--- src/hdl/bpred_defines.svh ---
// Size and width macros for the branch predictor, included by every RTL module that needs them.
`ifndef BPRED_DEFINES_SVH
`define BPRED_DEFINES_SVH

// Width of fetch PCs and branch targets.
`define BPRED_XLEN 32

// Direct-mapped BTB depth; must be a power of two.
`define BPRED_BTB_ENTRIES 32

// Global history length, also the PHT index width.
// The pattern table holds 2**BPRED_GHR_BITS counters and needs at least two history bits.
`define BPRED_GHR_BITS 5

`endif
--- src/hdl/bpred_pkg.sv ---
// Shared opcode and BTB entry-kind types, referenced by scoped name from the predictor modules.
`default_nettype none

package bpred_pkg;

    // RISC-V major opcodes that matter to the predictor.
    // Any other 7-bit value reaching the update port is treated as not control flow.
    typedef enum logic [6:0] {
        OP_BRANCH = 7'b1100011, // Conditional branches.
        OP_JAL    = 7'b1101111,
        OP_JALR   = 7'b1100111
    } opcode_e;

    // Kind of control transfer held in a BTB entry.
    typedef enum logic {
        KIND_BRANCH = 1'b0, // Direction comes from the PHT.
        KIND_JUMP   = 1'b1  // Always taken.
    } btb_kind_e;

endpackage

`default_nettype wire

--- src/hdl/branch_predictor.sv ---
// Fetch-stage branch predictor top that merges BTB hit and kind with the gshare direction.
`timescale 1ns/10ps
`default_nettype none

`include "bpred_defines.svh"

module branch_predictor (
    input  wire logic                         clk,
    input  wire logic                         arst_n_i,

    // Fetch side.
    input  wire logic [`BPRED_XLEN-1:0]       fetch_pc_i,
    output logic                              pred_hit_o,
    output logic                              pred_taken_o,
    output logic [`BPRED_XLEN-1:0]            pred_target_o,
    output logic [`BPRED_GHR_BITS-1:0]        pht_index_o,

    // Execute side.
    input  wire logic                         upd_valid_i,
    input  wire logic [`BPRED_XLEN-1:0]       upd_pc_i,
    input  wire bpred_pkg::opcode_e           upd_op_i,
    input  wire logic                         upd_taken_i,
    input  wire logic [`BPRED_XLEN-1:0]       upd_target_i,
    input  wire logic [`BPRED_GHR_BITS-1:0]   upd_pht_index_i,
    input  wire logic                         ghr_clear_i
);

    logic                  btb_hit;
    bpred_pkg::btb_kind_e  btb_kind;
    logic                  dir_taken;

    branch_target_buffer #(
        .NUM_ENTRIES (`BPRED_BTB_ENTRIES)
    ) btb0 (
        .clk          (clk),
        .arst_n_i     (arst_n_i),
        .lookup_pc_i  (fetch_pc_i),
        .hit_o        (btb_hit),
        .kind_o       (btb_kind),
        .target_o     (pred_target_o), // Already zero on a miss.
        .upd_valid_i  (upd_valid_i),
        .upd_pc_i     (upd_pc_i),
        .upd_op_i     (upd_op_i),
        .upd_taken_i  (upd_taken_i),
        .upd_target_i (upd_target_i)
    );

    gshare_predictor #(
        .GHR_BITS (`BPRED_GHR_BITS)
    ) gshare0 (
        .clk             (clk),
        .arst_n_i        (arst_n_i),
        .lookup_pc_i     (fetch_pc_i),
        .pht_index_o     (pht_index_o),
        .predict_taken_o (dir_taken),
        .upd_valid_i     (upd_valid_i),
        .upd_op_i        (upd_op_i),
        .upd_taken_i     (upd_taken_i),
        .upd_pht_index_i (upd_pht_index_i),
        .ghr_clear_i     (ghr_clear_i)
    );

    assign pred_hit_o = btb_hit;

    // Jumps always go, branches follow the counter, misses fall through.
    assign pred_taken_o = btb_hit &&
                          ((btb_kind == bpred_pkg::KIND_JUMP) || dir_taken);

endmodule

`default_nettype wire

--- src/hdl/gshare_predictor.sv ---
// Gshare direction predictor indexing 2-bit counters by global history XOR PC, used by the top.
`timescale 1ns/10ps
`default_nettype none

`include "bpred_defines.svh"

module gshare_predictor #(
    parameter int GHR_BITS = `BPRED_GHR_BITS,
    localparam int XLEN = `BPRED_XLEN
) (
    input  wire logic                  clk,
    input  wire logic                  arst_n_i,

    // Lookup from fetch.
    input  wire logic [XLEN-1:0]       lookup_pc_i,
    output logic [GHR_BITS-1:0]        pht_index_o,
    output logic                       predict_taken_o,

    // Resolved instruction from execute.
    input  wire logic                  upd_valid_i,
    input  wire bpred_pkg::opcode_e    upd_op_i,
    input  wire logic                  upd_taken_i,
    input  wire logic [GHR_BITS-1:0]   upd_pht_index_i,

    // Pipeline flush.
    input  wire logic                  ghr_clear_i
);

    localparam int PHT_ENTRIES = 1 << GHR_BITS;
    localparam logic [1:0] CTR_RESET = 2'b01; // Weakly not taken.
    localparam logic [1:0] CTR_MAX   = 2'b11;
    localparam logic [1:0] CTR_MIN   = 2'b00;

    logic [GHR_BITS-1:0] ghr_q;
    logic [1:0]          pht_q [0:PHT_ENTRIES-1];

    logic                train;
    logic [1:0]          upd_ctr;
    logic [1:0]          upd_ctr_next;

    assign pht_index_o     = lookup_pc_i[GHR_BITS+1:2] ^ ghr_q;
    assign predict_taken_o = pht_q[pht_index_o][1]; // Upper bit gives direction.

    // Only conditional branches train counters and history.
    assign train = upd_valid_i && (upd_op_i == bpred_pkg::OP_BRANCH);

    assign upd_ctr = pht_q[upd_pht_index_i];

    always_comb begin
        upd_ctr_next = upd_ctr;
        if (upd_taken_i) begin
            if (upd_ctr != CTR_MAX) begin
                upd_ctr_next = upd_ctr + 2'd1;
            end
        end else begin
            if (upd_ctr != CTR_MIN) begin
                upd_ctr_next = upd_ctr - 2'd1;
            end
        end
    end

    always_ff @(posedge clk or negedge arst_n_i) begin
        if (!arst_n_i) begin
            for (int i = 0; i < PHT_ENTRIES; i++) begin
                pht_q[i] <= CTR_RESET;
            end
        end else if (train) begin
            pht_q[upd_pht_index_i] <= upd_ctr_next;
        end
    end

    // History register; flush beats a shift in the same cycle.
    always_ff @(posedge clk or negedge arst_n_i) begin
        if (!arst_n_i) begin
            ghr_q <= '0;
        end else if (ghr_clear_i) begin
            ghr_q <= '0;
        end else if (train) begin
            ghr_q <= {ghr_q[GHR_BITS-2:0], upd_taken_i}; // Newest outcome in bit 0.
        end
    end

endmodule

`default_nettype wire

--- src/hdl/branch_target_buffer.sv ---
// Direct-mapped tagged BTB with combinational lookup and single-edge install from execute.
`timescale 1ns/10ps
`default_nettype none

`include "bpred_defines.svh"

module branch_target_buffer #(
    parameter int NUM_ENTRIES = `BPRED_BTB_ENTRIES,
    localparam int XLEN = `BPRED_XLEN
) (
    input  wire logic                  clk,
    input  wire logic                  arst_n_i,

    // Lookup from fetch.
    input  wire logic [XLEN-1:0]       lookup_pc_i,
    output logic                       hit_o,
    output bpred_pkg::btb_kind_e       kind_o,
    output logic [XLEN-1:0]            target_o,

    // Resolved instruction from execute.
    input  wire logic                  upd_valid_i,
    input  wire logic [XLEN-1:0]       upd_pc_i,
    input  wire bpred_pkg::opcode_e    upd_op_i,
    input  wire logic                  upd_taken_i,
    input  wire logic [XLEN-1:0]       upd_target_i
);

    localparam int IDX_BITS = $clog2(NUM_ENTRIES);
    localparam int TAG_BITS = XLEN - IDX_BITS - 2;

    // Per-entry state.
    logic [NUM_ENTRIES-1:0]  valid_q;
    logic [TAG_BITS-1:0]     tag_q    [0:NUM_ENTRIES-1];
    bpred_pkg::btb_kind_e    kind_q   [0:NUM_ENTRIES-1];
    logic [XLEN-1:0]         target_q [0:NUM_ENTRIES-1];

    // Lookup fields.
    logic [IDX_BITS-1:0]     rd_idx;
    logic [TAG_BITS-1:0]     rd_tag;
    logic                    rd_match;

    // Install fields.
    logic [IDX_BITS-1:0]     wr_idx;
    logic [TAG_BITS-1:0]     wr_tag;
    logic                    wr_is_cf;
    logic                    wr_en;
    bpred_pkg::btb_kind_e    wr_kind;

    assign rd_idx = lookup_pc_i[IDX_BITS+1:2]; // Word-aligned PCs.
    assign rd_tag = lookup_pc_i[XLEN-1:IDX_BITS+2];

    assign rd_match = valid_q[rd_idx] && (tag_q[rd_idx] == rd_tag);

    always_comb begin
        if (rd_match) begin
            hit_o    = 1'b1;
            kind_o   = kind_q[rd_idx];
            target_o = target_q[rd_idx];
        end else begin
            hit_o    = 1'b0;
            kind_o   = bpred_pkg::KIND_BRANCH;
            target_o = '0; // Miss returns a zero target.
        end
    end

    assign wr_idx = upd_pc_i[IDX_BITS+1:2];
    assign wr_tag = upd_pc_i[XLEN-1:IDX_BITS+2];

    always_comb begin
        case (upd_op_i)
            bpred_pkg::OP_BRANCH,
            bpred_pkg::OP_JAL,
            bpred_pkg::OP_JALR: wr_is_cf = 1'b1;
            default:            wr_is_cf = 1'b0;
        endcase
    end

    // Only taken control flow is worth a BTB slot.
    assign wr_en   = upd_valid_i && upd_taken_i && wr_is_cf;
    assign wr_kind = (upd_op_i == bpred_pkg::OP_BRANCH) ? bpred_pkg::KIND_BRANCH
                                                        : bpred_pkg::KIND_JUMP;

    always_ff @(posedge clk or negedge arst_n_i) begin
        if (!arst_n_i) begin
            valid_q <= '0;
        end else if (wr_en) begin
            valid_q[wr_idx] <= 1'b1;
        end
    end

    always_ff @(posedge clk) begin
        if (wr_en) begin
            tag_q[wr_idx]    <= wr_tag;
            kind_q[wr_idx]   <= wr_kind;
            target_q[wr_idx] <= upd_target_i;
        end
    end

endmodule

`default_nettype wire

--- config.mk ---
export PLATFORM = sky130hd
export DESIGN_NAME = branch_predictor
export DESIGN_NICKNAME = d
export VERILOG_FILES = /design/src/hdl/bpred_pkg.sv /design/src/hdl/branch_predictor.sv /design/src/hdl/gshare_predictor.sv /design/src/hdl/branch_target_buffer.sv
export VERILOG_INCLUDE_DIRS = /design/src /design/src/hdl
export SDC_FILE = /design/constraint.sdc
export NUM_CORES = 2
export LEC_CHECK = 0
export BUFFER_PORTS_ARGS = -buffer_cell sky130_fd_sc_hd__buf_2
export CAP_MARGIN = 20
export CORE_ASPECT_RATIO = 2
export CORE_MARGIN = 2
export CORE_UTILIZATION = 50
export CTS_CLUSTER_SIZE = 14
export DETAILED_ROUTE_END_ITERATION = 8
export PLACE_DENSITY = 0.67
export SLEW_MARGIN = 30
export SYNTH_ARGS = -nofsm -noshare
export SYNTH_HDL_FRONTEND = slang
export SYNTH_SLANG_ARGS = --single-unit
--- constraint.sdc ---
create_clock -name clk -period 8.82 [get_ports clk]
set_input_delay 0.882 -clock clk [delete_from_list [all_inputs] [get_ports clk]]
set_output_delay 0.882 -clock clk [all_outputs]
set_load 0.005 [all_outputs]
=== Word-level counts from Yosys, hierarchy flattened ===
Memory sizes are Yosys's and may differ from the RTL's.
Cells that the tools add are included.

* Muxes and demuxes: 25
* $lt $le $gt $ge: 6
* Divide/modulo/power cells: 0
* Shift operators: 0
* Equality and inequality tests: 5
* Add/sub/neg operators: 2
* $mul: 0
* Bitwise operators: 4
* Reductions and logical operators: 11

{| class="wikitable"
|+ Operators with widths
! cell !! count
|-
| $bwmux W64 || 1
|-
| $mux W32 || 1
|-
| $or A32 B32 Y32 || 1
|-
| $eq A25 B25 Y1 || 1
|-
| $eq A7 B7 Y1 const B || 3
|-
| $bmux W2 S5 || 2
|-
| $mux W2 || 8
|-
| $ge A6 B6 Y1 const B || 2
|-
| $lt A5 B6 Y1 const B || 2
|-
| $not A5 Y6 || 2
|-
| $demux W2 S5 || 1
|-
| $mux W5 || 2
|-
| $mux W1 || 8
|-
| $logic_and A1 B1 Y1 || 7
|-
| $lt A6 B1 Y1 const B || 1
|-
| $bmux W1 S5 || 1
|-
| $demux W1 S5 || 1
|-
| $ge A5 B1 Y1 const B || 1
|-
| $xor A5 B5 Y5 || 1
|-
| $reduce_bool A2 Y1 || 2
|-
| $reduce_or A3 Y1 || 1
|-
| $add A2 B1 Y2 const B || 1
|-
| $ne A2 B2 Y1 const B || 1
|-
| $sub A2 B1 Y2 const B || 1
|-
| $logic_or A1 B1 Y1 || 1
|}

* Flip-flop bits (word level): 101
* Memories: 3
* Memory bits (read-only): 0
* Memory bits (writable): 1856
* Logic and storage cells: 90
* Bits in latches: 0

{| class="wikitable"
|+ Memory list
! memory !! words !! bits a word !! read ports !! clocked after memory_dff !! wr ports !! line !! RTL
|-
| btb0.target_q || 32 || 32 || 1 || 0 || 1 || branch_target_buffer.sv:35 || <nowiki>logic [XLEN-1:0] target_q [0:NUM_ENTRIES-1];</nowiki>
|-
| btb0.tag_q || 32 || 25 || 1 || 0 || 1 || branch_target_buffer.sv:33 || <nowiki>logic [TAG_BITS-1:0] tag_q [0:NUM_ENTRIES-1];</nowiki>
|-
| btb0.kind_q || 32 || 1 || 1 || 0 || 1 || branch_target_buffer.sv:34 || <nowiki>bpred_pkg::btb_kind_e kind_q [0:NUM_ENTRIES-1];</nowiki>
|}

=== Depth between registers and ports, before layout ===
* Depth in word-level cells: 8
* Mapped depth: 14
* Gate-level depth less buffers: 8

=== Modules after synthesis ===
From an unflattened synthesis, not the netlist that was laid out.

* Cell total of the unflattened synthesis: 3441
* Area, all modules: 76681.0 µm²

{| class="wikitable"
|+ By module, submodules not included
! module !! instances !! seq. area each (µm²) !! area each (µm²) !! cells each
|-
| branch_target_buffer || 1 || 56534.2 || 72919.9 || 3113
|-
| gshare_predictor || 1 || 1766.7 || 3753.6 || 327
|-
| branch_predictor || 1 || 0.0 || 7.5 || 1
|}

=== Worst setup path after synthesis ===
No wires, ideal clock.

* Kind: input port to flip-flop
* Start point: input port upd_op_i[1]
* End point: memory btb0.kind_q[28] (netlist bit), enable pin
* Required time: 8345 ps
* Path buffers: 0
* Slack: 4021 ps
* Stages on the path: 5
* Arrival time: 4324 ps
* Cells stage by stage: nor2b_1 -> nand4_1 -> nor4b_1 -> nand3_1 -> nor2_1

* Word-level cells in the longest chain between the ends: 6
* Elaborated cells on any way between the ends: 8
* Classes of those cells: 3 x eq/ne; 3 x mux; 2 x reduce/logical

{| class="wikitable"
|+ RTL lines
! what !! line !! RTL
|-
| from (decl) || branch_predictor.sv:21 || <nowiki>input wire bpred_pkg::opcode_e upd_op_i,</nowiki>
|-
| $eq A7 B7 Y1 || branch_target_buffer.sv:70 || <nowiki>case (upd_op_i)</nowiki>
|-
| $reduce_or A3 Y1 * || branch_target_buffer.sv:70 ||
|-
| $mux W1 * || branch_target_buffer.sv:70 ||
|-
| $logic_and A1 B1 Y1 * || branch_target_buffer.sv:79 || <nowiki>assign wr_en = upd_valid_i && upd_taken_i && wr_is_cf;</nowiki>
|-
| $mux W1 * || branch_target_buffer.sv:92 || <nowiki>if (wr_en) begin</nowiki>
|-
| $mux W1 (implied by the code) * || branch_target_buffer.sv:94 || <nowiki>kind_q[wr_idx] <= wr_kind;</nowiki>
|-
| to (decl) || branch_target_buffer.sv:34 ||
|}

Mark *: on every way between the ends. The rest lies on a longest branch, timed or not.

=== Final worst setup path ===
* Start point: input port fetch_pc_i[3]
* End point: output port pred_target_o[6]

* Word-level cells in the longest chain between the ends: 4
* Elaborated cells on any way between the ends: 7
* Classes of those cells: 1 x eq/ne; 3 x mux; 1 x reduce/logical; 2 x memory

{| class="wikitable"
|+ RTL lines
! what !! line !! RTL
|-
| from (decl) || branch_predictor.sv:12 || <nowiki>input wire logic [`BPRED_XLEN-1:0] fetch_pc_i,</nowiki>
|-
| $mem_v2 Z32 W25 / $bmux W1 S5 (equally long branches) || n/a ||
|-
| $eq A25 B25 Y1 / $mux W1 (equally long branches) || branch_target_buffer.sv:52 || <nowiki>assign rd_match = valid_q[rd_idx] && (tag_q[rd_idx] == rd_tag);</nowiki>
|-
| $logic_and A1 B1 Y1 || branch_target_buffer.sv:52 ||
|-
| $mux W32 * || branch_target_buffer.sv:55 || <nowiki>if (rd_match) begin</nowiki>
|-
| to (decl) || branch_predictor.sv:15 || <nowiki>output logic [`BPRED_XLEN-1:0] pred_target_o,</nowiki>
|}

Mark *: on every way between the ends. The rest lies on a longest branch, timed or not. The select of a mux whose other input is x is not followed.

==> summary.md <==
| Metric | Value |
|---|---|
| Status | completed |
| Logic gate share of total power | 0.047 |
| Seq/Total Area, Yosys | 0.759 |
| Die W | ~280 microns |
| #FFs+latches synth | 1,957 |
| Area after DPL | ~80,000 sq um |
| Via count | between 30,000 and 40,000 |
| DRT iter0 DRCs | roughly 3,500 |
| Setup Skew | 0.0380 ns |
| GRT Util Overall | 0.251 |
| Synth area leaders | edfxtp_1 73%, mux4_2 14%, dfrtp_1 2.2%, mux2i_1 2.0%, dfstp_2 1.1% |
| Top-area cell type share of the netlist area | 0.725 |
| Final Cell Area | 85,100 sq um |
| Pleak | ~0.027 uW |
| Tcrit/Tclk final | 0.775 |
| Mapped Cells | approximately 3,500 |
| Total power | ~18,000 uW |
| Peak Freq | 0.146 GHz |
| Crit path arrival time | around 6 ns |
| Setup violators final | 0 |
| First-pass GRT wire length | ~280,000 microns |
| Routed WL | just under 200,000 microns |
| Worst-Margin Slew | 1.07 ns |
| Final worst slack | around 2.0 ns |
| Postcts setup bufs | 0 |
| Fin crit period | about 7 ns |
| Core box area | around 150,000 sq um |
| Setup crit end kind | output pin |
| Seq pwr share | 0.568 |
| Longest Clk Path Bufs | 4 |
| Max FO, Critical Path | 82 |
| Htree depth | 4 |
| Hold slack | about 0.3 ns |
| Clock Sinks | approximately 2,000 |
| CTS tree | done |
| Gpl congestion | a little under 0.8 |
| Unrepaired setup endpoints after global routing | false |
| Register clock-pin slew on the reported worst setup and hold paths | around 0.070 ns |
| FP Rows | 203 |
| PD cells | roughly 210 nW/um^2 |
| HP Class | input pin to register |
| Drt pass-1 iters | 5 |
| Largest net degree at the start of global routing | around 130 |
| Die area | between 150,000 and 200,000 sq um |
| Final setup TNS | 0 ns |
| IO Count | around 150 |
| Initial Util | 0.503 |
| Avg Cell Area, Syn | around 22 sq um |
| Synth cell types | 65 |
| Routed len/inst | approximately 33 microns |
| Vias/cell | roughly 6.3 |
| CTS Buf Count | around 170 |
| Vias in the first global route | 38,200 |
| Initial antenna violation count | 13 |
| Clk pwr share | 0.385 |
| Reg-to-Reg Start | gshare0.pht_q[57]$_DFFE_PN0P_ |
| Startpoint Class | input pin |
| Die H | roughly 560 microns |
| CP startpoint | fetch_pc_i[3] |
| Max VDD drop | 0.163 mV |
| Clock Tree Root | clkbuf_16 |
| Area leader, netlist | edfxtp_1 |
| Dominant synthesized flop cell | edfxtp_1 |
| Worst slack, placed | about 1.9 ns |
| Max Cap Viol | 0 |
| Residual overflow from global routing | 0 |
| Post-route ant nets | 0 |
| Hold Vio Cnt, Final | 0 |
| Final max-slew violation count | 0 |
| Mapped cell area | ~77,000 sq um |
| Post-synth EDFFs | around 1,900 |
| IO buf count | ~150 |
| Mapped Nets | 3,602 |
| Post-synth ARST share | 0.0516 |
| Commonest cells after routing, fill and taps aside | 1,856 x edfxtp_1, 485 x mux4_2, 177 x clkbuf_16 |
| Critical Path RT | 7.94 ns |
| Crit Path Class | input pin to output pin |
| Hold path start | ghr_clear_i |
| YS warnings | 0 |
| Slew headroom | 0.288 |
| Net switching power | roughly 3700 uW |
| Worst-Skew Late Latency | about 0.8 ns |
| Internal | roughly 14,000 uW |
| Switching fraction of total power | 0.207 |
| Nets | between 3,000 and 4,000 |
| Synth-to-layout area growth | 10.8% |
| DRC | 0 |
| Share of cells above drive strength 1 | 0.306 |
| Leading cell type in the layout, fill and taps excluded | edfxtp_1 |
| DP HPWL | ~110,000 microns |
-- flip-flops by register name, summed over array words and instances (netlist names) --
register and cells:
btb0.kind_q 32, btb0.tag_q 800, btb0.target_q 1024, btb0.valid_q 32
gshare0.ghr_q 5, gshare0.pht_q 64
-- worst max-delay path, cell delays in order --
cell      delay [ns]
buf_8           0.61
buf_4           0.77
mux4_2          0.58
or2_1           0.22
a221oi_1        0.29
a31oi_1         0.17
xnor2_1         0.31
nand3_2         0.76
buf_4           0.51
a211o_1         0.37
nor3_2          0.14
buf_2           0.15
-- cells by family after synthesis --
| group | after synthesis | share of synthesized area |
|---|---|---|
| and+or+nand+nor | 383 | 0.0270 |
| xor gates and xnor gates | 28 | 0.00319 |
| muxes | 720 | 0.176 |
| adders and majority gates | 2 | 0.000293 |
| AOI/OAI and AO/OA | 200 | 0.0199 |
| buffers and inverters | 199 | 0.0151 |
| DFF | 1957 | 0.759 |
-- cells in the mapped netlist (8+ instances only) --
master    instances
nand4_1          10
a22oi_1          53
nand2_1         123
nor3_1           16
mux4_2          485
nand3_1          35
mux2i_1         154
buf_6            25
dfrtp_1          69
mux4_1            8
a221oi_1         26
buf_2            61
o22ai_1          18
buf_1            19
o21ai_0          12
nor2b_1          24
edfxtp_1       1856
a211o_1          32
a31oi_1           8
nor3_2           31
xor2_1           21
clkbuf_1         57
a21oi_1          13
or2_2            33
mux2_2           73
dfstp_2          32
buf_4            26
nor4_1            8
nor2_1           61
nand2b_1         11
o211ai_1          9
-- per-stage QoR --
stage          cells   util
5_1_grt         5860  0.557
3_5_place_dp    5600  0.526
6_report        5864  0.557
3_3_place_gp    5599  0.525
4_1_cts         5858  0.557
2_1_floorplan   3489      -
-- what timing repair did --
action                    CTS  global route
resized for setup           0             0
hold buffers                1             0
hold endpoints to repair   11             0
-- power groups by stage --
stage	registers [uW]	logic, uW	clock network [uW]
final	10200	837	6900
after global routing	10200	890	7310
after CTS	10200	848	7010
after detailed placement	10400	846	0
after global placement	10400	830	0
after floorplan	10400	509	0
-- cell type report --
class / count / area [sq um]
Fill cell: 11200 / 67600
Sequential cell: 1957 / 58300
Multi-Input combinational cell: 1333 / 17700
Clock buffer: 221 / 4640
Tap cell: 2050 / 2560
Timing Repair Buffer: 254 / 1680
Clock inverter: 36 / 211
Inverter: 7 / 32.5
Antenna cell: 6 / 15.0
-- layer usage --
metal | GRT usage | wire (microns) | vias to the layer above
met5 | 0 | 59 | -
met4 | 0.106 | 8550 | 12
met3 | 0.0294 | 11100 | 408
met2 | 0.456 | 106000 | 1471
met1 | 0.301 | 69100 | 19900
li1 | - | - | 15100
-- path summary, 6_finish.rpt --
kind	cells after the start	to	slack (ns)
setup / recovery	12	pred_target_o[6]	1.99
hold / removal	2	gshare0.ghr_q[2]$_DFFE_PN0P_	0.29
setup reg to reg	5	gshare0.pht_q[47]$_DFFE_PN0P_	6.07
hold reg to reg	1	btb0.valid_q[23]$_DFFE_PN0P_	0.46
max in group asynchronous	3	btb0.valid_q[24]$_DFFE_PN0P_	7.24
min in group asynchronous	2	gshare0.ghr_q[2]$_DFFE_PN0P_	0.48
Note: power is estimated with default switching activity, not from simulation.
